===== config.mk =====
export PLATFORM = sky130hd
export DESIGN_NAME = servo_translator
export DESIGN_NICKNAME = d
export VERILOG_FILES = /design/src/rtl/servo_pkg.sv /design/src/rtl/move_pkg.sv /design/src/rtl/servo_translator.sv /design/src/rtl/servo_pwm.sv /design/src/rtl/move_sequencer.sv /design/src/rtl/move_fetch.sv
export SDC_FILE = /design/constraint.sdc
export NUM_CORES = 1
export LEC_CHECK = 0
export BUFFER_PORTS_ARGS = -buffer_cell sky130_fd_sc_hd__buf_2
export CORE_UTILIZATION = 25
export DETAILED_ROUTE_END_ITERATION = 6
export GPL_TIMING_DRIVEN = 0
export HOLD_SLACK_MARGIN = 0.06
export RECOVER_POWER = 25
export SYNTH_ARGS = -nofsm -noshare
export SYNTH_HDL_FRONTEND = slang
export SYNTH_SLANG_ARGS = --single-unit

===== constraint.sdc =====
create_clock -name clk -period 2.9 [get_ports clk]
set_input_delay 0.435 -clock clk [delete_from_list [all_inputs] [get_ports clk]]
set_output_delay 0.435 -clock clk [all_outputs]
set_load 0.1 [all_outputs]

===== src/rtl/servo_pkg.sv =====
package servo_pkg;

	// eight channels: four slides, four wrists
	localparam int NUM_SERVOS = 8;

	// one position bit per channel
	typedef logic [NUM_SERVOS-1:0] servo_pos_t;

	// slides, 1 = extended
	localparam int SLIDE_L = 0;
	localparam int SLIDE_R = 1;
	localparam int SLIDE_T = 2;
	localparam int SLIDE_B = 3;

	// wrists, 1 = turned 90 degrees ccw
	// order follows the servo_t/l/b/r outputs
	localparam int WRIST_T = 4;
	localparam int WRIST_L = 5;
	localparam int WRIST_B = 6;
	localparam int WRIST_R = 7;

	// all slides out, all wrists at rest
	localparam servo_pos_t REST_POS = servo_pos_t'(
		(1 << SLIDE_L) | (1 << SLIDE_R) | (1 << SLIDE_T) | (1 << SLIDE_B)
	);

	// 20 ms frame at 50 MHz
	localparam logic [19:0] DEF_PWM_PERIOD = 20'd1000000;

	// 1 ms and 2 ms pulses
	localparam logic [19:0] DEF_PULSE_LOW = 20'd50000;
	localparam logic [19:0] DEF_PULSE_HIGH = 20'd100000;

	// one step per half second at 50 MHz
	localparam logic [26:0] DEF_STEP_CYCLES = 27'd25000000;

endpackage

===== src/rtl/move_pkg.sv =====
package move_pkg;

	import servo_pkg::*;

	// one move per memory word
	typedef logic [3:0] move_code_t;

	localparam move_code_t CODE_L = 4'd0;
	localparam move_code_t CODE_LP = 4'd1;
	localparam move_code_t CODE_R = 4'd2;
	localparam move_code_t CODE_RP = 4'd3;
	localparam move_code_t CODE_D = 4'd4;
	localparam move_code_t CODE_DP = 4'd5;
	localparam move_code_t CODE_U = 4'd6;
	localparam move_code_t CODE_UP = 4'd7;

	typedef enum logic [1:0] {
		FACE_L,
		FACE_R,
		FACE_D,
		FACE_U
	} face_t;

	localparam int STEPS_PER_TURN = 6;
	// a prime move is three quarter turns
	localparam int TURNS_PRIME = 3;

	typedef logic [2:0] step_idx_t;

	localparam int ADDR_W = 32;
	localparam logic [ADDR_W-1:0] DEF_ADDR_BASE = 32'd25;

	// next servo position after one step of a quarter turn on a face
	function automatic servo_pos_t step_action(face_t face, step_idx_t step, servo_pos_t pos);
		servo_pos_t nxt;
		int slide;
		int wrist;
		int cross_a;
		int cross_b;
		nxt = pos;
		// left and right turn under top/bottom, down and up under left/right
		case (face)
			FACE_L: begin
				slide = SLIDE_L;
				wrist = WRIST_L;
				cross_a = SLIDE_T;
				cross_b = SLIDE_B;
			end
			FACE_R: begin
				slide = SLIDE_R;
				wrist = WRIST_R;
				cross_a = SLIDE_T;
				cross_b = SLIDE_B;
			end
			FACE_D: begin
				slide = SLIDE_B;
				wrist = WRIST_B;
				cross_a = SLIDE_L;
				cross_b = SLIDE_R;
			end
			default: begin
				slide = SLIDE_T;
				wrist = WRIST_T;
				cross_a = SLIDE_L;
				cross_b = SLIDE_R;
			end
		endcase
		case (step)
			3'd0: begin
				nxt[cross_a] = 1'b0;
				nxt[cross_b] = 1'b0;
			end
			3'd1: nxt[wrist] = 1'b1;
			3'd2: begin
				nxt[cross_a] = 1'b1;
				nxt[cross_b] = 1'b1;
			end
			3'd3: nxt[slide] = 1'b0;
			3'd4: nxt[wrist] = 1'b0;
			3'd5: nxt[slide] = 1'b1;
			default: nxt = pos;
		endcase
		return nxt;
	endfunction

endpackage


===== src/rtl/servo_translator.sv =====
`timescale 1ns/1ps

module servo_translator #(
	parameter logic [move_pkg::ADDR_W-1:0] ADDR_BASE = move_pkg::DEF_ADDR_BASE,
	parameter logic [26:0] STEP_CYCLES = servo_pkg::DEF_STEP_CYCLES,
	parameter logic [19:0] PWM_PERIOD = servo_pkg::DEF_PWM_PERIOD,
	parameter logic [19:0] PULSE_LOW = servo_pkg::DEF_PULSE_LOW,
	parameter logic [19:0] PULSE_HIGH = servo_pkg::DEF_PULSE_HIGH
) (
	input logic clk,
	input logic rst,
	input logic enable,
	input move_pkg::move_code_t dmem_out,
	output logic [move_pkg::ADDR_W-1:0] address,
	output logic servo1,
	output logic servo2,
	output logic servo3,
	output logic servo4,
	output logic servo_t,
	output logic servo_l,
	output logic servo_b,
	output logic servo_r
);

	import servo_pkg::*;
	import move_pkg::*;

	face_t move_face;
	logic move_prime;
	logic move_valid;
	logic move_done;
	servo_pos_t servo_pos;

	// memory side: address and decode
	move_fetch #(
		.ADDR_BASE(ADDR_BASE)
	) i_fetch (
		.clk(clk),
		.rst(rst),
		.enable(enable),
		.dmem_out(dmem_out),
		.move_done(move_done),
		.address(address),
		.move_face(move_face),
		.move_prime(move_prime),
		.move_valid(move_valid)
	);

	move_sequencer #(
		.STEP_CYCLES(STEP_CYCLES)
	) i_seq (
		.clk(clk),
		.rst(rst),
		.move_face(move_face),
		.move_prime(move_prime),
		.move_valid(move_valid),
		.servo_pos(servo_pos),
		.move_done(move_done)
	);

	servo_pwm #(
		.PWM_PERIOD(PWM_PERIOD),
		.PULSE_LOW(PULSE_LOW),
		.PULSE_HIGH(PULSE_HIGH)
	) i_pwm (
		.clk(clk),
		.rst(rst),
		.servo_pos(servo_pos),
		.servo1(servo1),
		.servo2(servo2),
		.servo3(servo3),
		.servo4(servo4),
		.servo_t(servo_t),
		.servo_l(servo_l),
		.servo_b(servo_b),
		.servo_r(servo_r)
	);

endmodule


===== src/rtl/servo_pwm.sv =====
`timescale 1ns/1ps

module servo_pwm #(
	parameter logic [19:0] PWM_PERIOD = servo_pkg::DEF_PWM_PERIOD,
	parameter logic [19:0] PULSE_LOW = servo_pkg::DEF_PULSE_LOW,
	parameter logic [19:0] PULSE_HIGH = servo_pkg::DEF_PULSE_HIGH
) (
	input logic clk,
	input logic rst,
	input servo_pkg::servo_pos_t servo_pos,
	output logic servo1,
	output logic servo2,
	output logic servo3,
	output logic servo4,
	output logic servo_t,
	output logic servo_l,
	output logic servo_b,
	output logic servo_r
);

	import servo_pkg::*;

	logic [19:0] frame_cnt;
	logic frame_end;
	servo_pos_t pos_q;
	logic [NUM_SERVOS-1:0] pwm;

	assign frame_end = (frame_cnt == PWM_PERIOD - 1'b1);

	// reset parks the count at the last cycle of a frame,
	// so outputs stay low and the first frame follows
	always_ff @(posedge clk) begin
		if (rst) begin
			frame_cnt <= PWM_PERIOD - 1'b1;
		end else if (frame_end) begin
			frame_cnt <= '0;
		end else begin
			frame_cnt <= frame_cnt + 1'b1;
		end
	end

	// positions are taken once per frame
	always_ff @(posedge clk) begin
		if (rst) begin
			pos_q <= REST_POS;
		end else if (frame_end) begin
			pos_q <= servo_pos;
		end
	end

	for (genvar i = 0; i < NUM_SERVOS; i++) begin : g_chan
		assign pwm[i] = (frame_cnt < (pos_q[i] ? PULSE_HIGH : PULSE_LOW));
	end

	assign servo1 = pwm[SLIDE_L];
	assign servo2 = pwm[SLIDE_R];
	assign servo3 = pwm[SLIDE_T];
	assign servo4 = pwm[SLIDE_B];
	assign servo_t = pwm[WRIST_T];
	assign servo_l = pwm[WRIST_L];
	assign servo_b = pwm[WRIST_B];
	assign servo_r = pwm[WRIST_R];

endmodule


===== src/rtl/move_sequencer.sv =====
`timescale 1ns/1ps

module move_sequencer #(
	parameter logic [26:0] STEP_CYCLES = servo_pkg::DEF_STEP_CYCLES
) (
	input logic clk,
	input logic rst,
	input move_pkg::face_t move_face,
	input logic move_prime,
	input logic move_valid,
	output servo_pkg::servo_pos_t servo_pos,
	output logic move_done
);

	import servo_pkg::*;
	import move_pkg::*;

	logic [26:0] tick_cnt;
	logic tick;

	logic busy;
	face_t cur_face;
	logic cur_prime;
	step_idx_t step;
	logic [1:0] turn;

	logic last_step;
	logic last_turn;
	logic start;
	face_t act_face;
	step_idx_t act_step;

	// free-running step timer
	always_ff @(posedge clk) begin
		if (rst) begin
			tick_cnt <= '0;
		end else if (tick) begin
			tick_cnt <= '0;
		end else begin
			tick_cnt <= tick_cnt + 1'b1;
		end
	end

	assign tick = (tick_cnt == STEP_CYCLES - 1'b1);

	assign last_step = (step == step_idx_t'(STEPS_PER_TURN - 1));
	assign last_turn = !cur_prime || (turn == 2'(TURNS_PRIME - 1));

	// a new move only when idle, and its first step on the same tick
	assign start = tick && !busy && move_valid;

	// step 0 comes straight from the decoder
	assign act_face = busy ? cur_face : move_face;
	assign act_step = busy ? step : step_idx_t'(0);

	// high in the tick cycle of the final step
	assign move_done = tick && busy && last_step && last_turn;

	always_ff @(posedge clk) begin
		if (rst) begin
			busy <= 1'b0;
			cur_face <= FACE_L;
			cur_prime <= 1'b0;
			step <= '0;
			turn <= '0;
		end else if (start) begin
			busy <= 1'b1;
			cur_face <= move_face;
			cur_prime <= move_prime;
			step <= step_idx_t'(1);
			turn <= '0;
		end else if (tick && busy) begin
			if (last_step) begin
				step <= '0;
				if (last_turn) begin
					busy <= 1'b0;
				end else begin
					// prime move, go round again
					turn <= turn + 1'b1;
				end
			end else begin
				step <= step + 1'b1;
			end
		end
	end

	// servo positions move only on a tick
	always_ff @(posedge clk) begin
		if (rst) begin
			servo_pos <= REST_POS;
		end else if (tick && (busy || move_valid)) begin
			servo_pos <= step_action(act_face, act_step, servo_pos);
		end
	end

endmodule


===== src/rtl/move_fetch.sv =====
`timescale 1ns/1ps

module move_fetch #(
	parameter logic [move_pkg::ADDR_W-1:0] ADDR_BASE = move_pkg::DEF_ADDR_BASE
) (
	input logic clk,
	input logic rst,
	input logic enable,
	input move_pkg::move_code_t dmem_out,
	input logic move_done,
	output logic [move_pkg::ADDR_W-1:0] address,
	output move_pkg::face_t move_face,
	output logic move_prime,
	output logic move_valid
);

	import move_pkg::*;

	logic code_ok;

	// decode the word at the current address
	always_comb begin
		code_ok = 1'b1;
		move_face = FACE_L;
		move_prime = 1'b0;
		case (dmem_out)
			CODE_L: move_face = FACE_L;
			CODE_LP: begin
				move_face = FACE_L;
				move_prime = 1'b1;
			end
			CODE_R: move_face = FACE_R;
			CODE_RP: begin
				move_face = FACE_R;
				move_prime = 1'b1;
			end
			CODE_D: move_face = FACE_D;
			CODE_DP: begin
				move_face = FACE_D;
				move_prime = 1'b1;
			end
			CODE_U: move_face = FACE_U;
			CODE_UP: begin
				move_face = FACE_U;
				move_prime = 1'b1;
			end
			// 8 to 15 are skipped
			default: code_ok = 1'b0;
		endcase
	end

	assign move_valid = enable && code_ok;

	// move_done always advances, even with enable low,
	// otherwise the finished move would run again
	always_ff @(posedge clk) begin
		if (rst) begin
			address <= ADDR_BASE;
		end else if (move_done || (enable && !code_ok)) begin
			address <= address + 1'b1;
		end
	end

endmodule


==> results of run 1 <==
[cells in the mapped netlist (3+ instances only)]
master / number
o211ai_1: 14
ha_1: 60
xor2_1: 26
a41oi_1: 8
o21ai_0: 32
nor4_1: 3
and2_1: 3
a211oi_1: 8
nand4_1: 18
o21a_1: 16
nor2_1: 95
nand2_1: 54
clkbuf_1: 25
or2_2: 3
nand3_1: 22
mux2i_1: 10
a31oi_1: 4
or3_1: 18
and3_1: 13
or4_1: 9
a22oi_1: 3
inv_1: 20
xnor2_1: 25
nand3b_1: 3
and4_1: 8
o22ai_1: 3
nor3_1: 12
o21bai_1: 12
a21oi_1: 41
buf_2: 4
nor2b_1: 12
dfxtp_1: 104
o31ai_1: 13
nand2b_1: 5
[logic make-up after synthesis]
| group | count (synthesis) |
|---|---|
| flops | 104 |
| mux | 12 |
| simple gates | 294 |
| buf+inv | 51 |
| xor+xnor | 51 |
| fa+ha+maj | 60 |
| compound gates | 169 |
[power breakdown]
part	switching, mW	internal (mW)	total (mW)
sequential	0.240	1.57	1.81
clock	0.573	0.679	1.25
combinational	0.734	0.614	1.35
[registers in the layout (all words and copies together) (netlist names)]
register and count:
i_pwm.frame_cnt 20, i_fetch.address 32, i_seq.cur_prime 1, i_seq.cur_face 2, i_seq.busy 1, i_seq.tick_cnt 27
i_seq.step 3, i_pwm.pos_q 8, i_seq.servo_pos 8, i_seq.turn 2
[through the flow]
stage	utilization [%]	worst slack, ps	cells	TNS, ps	hold slack [ps]
floorplan	-	-75.5	741	-604	426
global placement	28.4	-541	1110	-3840	441
detailed placement	28.4	-108	1110	-546	449
CTS	30.1	1.57	1127	0	356
global route	30.6	-43.9	1136	-116	391
finish	30.6	51.4	1136	0	370
[area by class of cell]
class	count	area (µm²)
plain buffers	30	118
well taps	324	405
inverters	20	81.3
fillers	2612	16900
repair buffers	56	363
multi-input cells	586	4080
clock buffers	9	225
flip-flops and latches	104	2120
clock inverters	7	78.8
[worst max-delay path by stage]
stage,start,slack [ps],cells after the start,to
global placement,i_pwm.frame_cnt[17]$_SDFF_PP1_,-540,5,servo2
global route,i_pwm.pos_q[7]$_SDFFE_PP0N_,-40,9,servo_r
detailed placement,i_pwm.frame_cnt[5]$_SDFF_PP1_,-110,8,servo2
CTS,i_pwm.pos_q[4]$_SDFFE_PP0N_,2,9,servo_t
finish,i_pwm.pos_q[7]$_SDFFE_PP0N_,50,9,servo_r
floorplan,i_pwm.frame_cnt[5]$_SDFF_PP1_,-80,7,servo1
[critical path, cell delays in order, from the launching register on]
cell	delay [ps]
dfxtp_4	400
clkinvlp_4	120
ha_4	240
o21a_1	90
o21a_1	160
o21ai_1	130
a21oi_1	90
or3_4	380
a41oi_4	240
buf_12	200
[repair_timing]
item / CTS / global route
setup buffers: 1 / 10
setup endpoints to repair: 8 / 28
endpoints found under the hold margin: 0 / 0
pin swaps: 5 / 13
resized for setup: 34 / 32
[routing by layer]
layer | up-vias | share of wire (%) | GRT usage [%]
li1 | 2837 | - | -
met1 | 2586 | 49 | 17.6
met2 | 127 | 45 | 19.9
met3 | 20 | 4.9 | 2.83
met4 | 0 | 1.2 | 2.90
met5 | - | 0 | 0
==> flow_summary.ini, run 1 <==
[die]
core_area_um2 = 24400
ioPinCount = 47
die-area_um2 = 25600
die-height_um = 160
start_util_pct = 25.6
num_rows = 57
die_w_um = 160

[timing]
fin_skew_ps = 9.66
finalSetupViolCount = 0
fin_crit_ps = 2850
slew_violations = 0
fmax_mhz = 351
period_share_pct = 98.2
rsz0062_at_grt = true
relSlewSlack_pct = 18.3
worst_pin_slew_ps = 1230
hold_viol = 0

[pwr]
power.leakage_nw = 2.62
power_density_nw_per_um2 = 590
vdd_drop_max_mv = 0.289
totalPowerFinal_mw = 4.41

[synth]
synth_compound_area_share_pct = 17.7
async_flop_share_pct = 0
synth-adder-area-share_pct = 12.0
synthMuxAreaShare_pct = 1.96
synthFlopType = dfxtp_1
syn_area_um2 = 6240
ys_types = 59
synth.area.top_cells = dfxtp_1 (33%), ha_1 (12%), nor2_1 (5.7%)
synthSimpleGateAreaFrac_pct = 24.7
yosysSeqAreaShare_pct = 33.4
synth-edff-count = 0
yosysTopAreaCell = dfxtp_1
synth.avg_cell_area_um2 = 8.42
ys_warn_count = 0
synth_top_area_share_pct = 33.4
synth_nets = 808
postSynthCellCount = 741
yosys.area_share.xor_xnor_pct = 7.16
synth_top_family_by_area = simple AND/OR/NAND/NOR gates
synth_seq_cells = 104

[final_layout]
final_nets = 874
final_common_cell = nor2_1
mostFrequentLayoutCells = nor2_1 (95), dfxtp_1 (90), ha_1 (58), clkbuf_1 (56), nand2_1 (54)
synthToLayoutAreaGrowth_pct = 19.8
final_area_um2 = 7470
layout-drive-gt1-share_pct = 11.7
n_antenna_cell = 0

[setup_path]
r2r-end = i_pwm.frame_cnt[8]$_SDFF_PP0_
crit_fanout = 5
rrSetupSlack_ps = 240
r2r-start = i_pwm.frame_cnt[16]$_SDFF_PP1_
startpoint_type = flip-flop
end_kind = output pin
cp.arrival_ps = 2410
crit_type = reg -> out
rr_worst_depth = 6
cp.required_ps = 2470

[clocking]
clkLatencyLatePin_ps = 350
clk_pin_slew_ps = 70
clockRootBuffer = clkbuf_16
htree_levels = 3
cts_made_buffers = 9
holdBufCountCts = 0
clk_path_buf_depth = 2
cts_tree = built
cts_sinks = 104

[job]
cap_violations = 0

[global_routing]
grt_overflow_total = 0
grt_pass1_vias = 5121
antenna_found_initial = 0
grt_max_degree = 19
grt_pass1_wl_um = 26400
grt.total_usage_pct = 12.7

[drt]
firstDrtPassIters = 4
wl_per_cell_um = 14.3
first_iter_violations = 232
vias = 5570
routed_wl_um = 16200
drcViolationCount = 0
drtAntennaViolNets = 0
routed_via_density = 4.90

[worst_hold_path]
hp-class = in -> reg
hold_end = i_seq.cur_prime$_SDFFE_PP0P_
min_from = dmem_out[0]
whs_path_depth = 3

[place]
dp_hpwl_um = 11500
gp_congestion = 0.783
portBuffers = 45
post_dp_cell_area_um2 = 6940

[status]
status = completed
Power figures use the tool's default switching activity.
==> run 2, diff against run 1 <==
PLACE_DENSITY = 0.46   (was unset)
==> flow_summary.ini, run 2 (synthesis gave the netlist of run 1 again) <==
[clocking]
htree_levels = 3
clk_pin_slew_ps = 70
holdBufCountCts = 0
clkLatencyLatePin_ps = 350
cts_sinks = 104
cts_made_buffers = 9
cts_tree = built
clk_path_buf_depth = 2
clockRootBuffer = clkbuf_16

[setup_path]
cp.required_ps = 2470
crit_fanout = 13
cp.arrival_ps = 2360
critPathSlowestCell = dfxtp_4
crit_path_max_incr_delay_ps = 410
crit_chain = buf_4 > ha_1 > o21a_1 > o21a_1 > o21ai_2 > a21oi_1 > or3_1 > a41oi_2 > buf_6
crit_type = reg -> out
cp_common_cell = o21a_1
end_kind = output pin
startpoint_type = flip-flop

[timing]
fin_skew_ps = 11.3
fmax_mhz = 358
period_share_pct = 96.3
fin_crit_ps = 2790
hold_viol = 0
setup_slack_ps = 108
worst_pin_slew_ps = 1200
rsz0062_at_grt = true
slew_violations = 0
worst_hold_slack_ps = 329
relSlewSlack_pct = 20.2
finalSetupViolCount = 0

[pwr]
p_int_mw = 2.84
power_density_nw_per_um2 = 594
p_sw_mw = 1.55
totalPowerFinal_mw = 4.39
power.leakage_nw = 2.60
p_comb_share_pct = 29.8
vdd_drop_max_mv = 0.343
p_sw_share_pct = 35.4
p_clk_share_pct = 28.7
power_frac_seq_pct = 41.5

[place]
gp_congestion = 0.777
dp_hpwl_um = 12000
placed_cells = 1111
post-place-ws_ps = -80.7
portBuffers = 45

[die]
die-height_um = 160
die_w_um = 160
start_util_pct = 25.6
core_area_um2 = 24400
num_rows = 57
ioPinCount = 47
die-area_um2 = 25600

[global_routing]
grt_overflow_total = 0
grt_pass1_vias = 5154
antenna_found_initial = 0
grt_pass1_wl_um = 27300
grt_max_degree = 19
grt.total_usage_pct = 13.2

[final_layout]
final_nets = 869
seq_area_um2 = 2120
stdcell_count = 1131
n_antenna_cell = 0
multi_input_area_um2 = 4060
final_common_cell = nor2_1
fillers = 2678
reg_top3 = i_fetch.address: 32 flops, i_seq.tick_cnt: 27 flops, i_pwm.frame_cnt: 20 flops
largest_reg_flops = 32
synthToLayoutAreaGrowth_pct = 18.3
layout-drive-gt1-share_pct = 11.0
top_register = i_fetch.address
mostFrequentLayoutCells = nor2_1 (95), dfxtp_1 (91), ha_1 (59), clkbuf_1 (55), nand2_1 (54)

[drt]
drtAntennaViolNets = 0
routed_via_density = 4.82
firstDrtPassIters = 5
first_iter_violations = 230
drcViolationCount = 0
routed_wl_um = 16500
vias = 5452
wl_per_cell_um = 14.6

[status]
status = completed

[worst_hold_path]
hp-class = in -> reg

[job]
cap_violations = 0
## run 2: cell types whose count changed in the layout (fill, tap and decap cells not counted), sizes merged
| cell | change |
|---|---|
| buf | -4 |
| clkbuf | -1 |
| clkinv | +1 |
| clkinvlp | -2 |
| inv | +1 |
## run 2: final cells by class
class	instances	area share (%)
Sequential cell	104	28.7
Clock inverter	7	1.08
Inverter	20	1.08
Tap cell	324	5.49
Clock buffer	9	3.05
Multi-Input combinational cell	586	55.0
Buffer	30	1.59
Timing Repair Buffer	51	4.00
## run 2: worst paths after layout
path	end	slack (ps)	depth (start not counted)	start
setup / recovery	servo4	110	9	i_pwm.frame_cnt[5]$_SDFF_PP1_
hold reg to reg	i_seq.tick_cnt[0]$_SDFF_PP0_	460	1	i_seq.tick_cnt[0]$_SDFF_PP0_
setup reg to reg	i_fetch.address[24]$_SDFFE_PP0P_	190	8	i_seq.step[0]$_SDFFE_PP0P_
hold / removal	i_seq.cur_prime$_SDFFE_PP0P_	330	3	dmem_out[0]
## run 2: power groups by stage
stage	combinational (mW)	sequential, mW	clock, mW
6_report	1.31	1.82	1.26
2_1_floorplan	0.969	1.75	0
3_5_place_dp	1.25	1.81	0
4_1_cts	1.26	1.79	1.31
3_3_place_gp	1.21	1.81	0
5_1_grt	1.52	1.85	1.37
## run 2: what timing repair did
item                                    4_1_cts  5_1_grt
setup buffers                                 1        4
endpoints found under the setup margin        8       28
gates cloned                                  0        0
pin swaps                                     4        9
gates resized for setup                      36       27
endpoints found under the hold margin         0        0
## run 2: stage by stage
stage          setup TNS, ps  instance area (µm²)  utilization, %
2_1_floorplan           -604                 6300               -
3_3_place_gp           -4450                 6930            28.4
3_5_place_dp            -296                 6940            28.5
4_1_cts                    0                 7340            30.1
5_1_grt                -1.38                 7380            30.3
6_report                   0                 7380            30.3
## run 2: worst max-delay path, delay by kind of cell, from the launching register on
kind	cells	cell delay, ps
AO/OA/AOI/OAI	5	610
AND/OR/NAND/NOR	1	330
flip-flops	1	410
adder cells (fa/ha/maj)	1	260
buffers and inverters	2	410
## run 2: layer usage
metal,share of wire [%],GRT usage [%]
met1,53,18.9
met3,2.7,2.13
met5,0,0
met4,0.84,3.12
met2,44,20.6
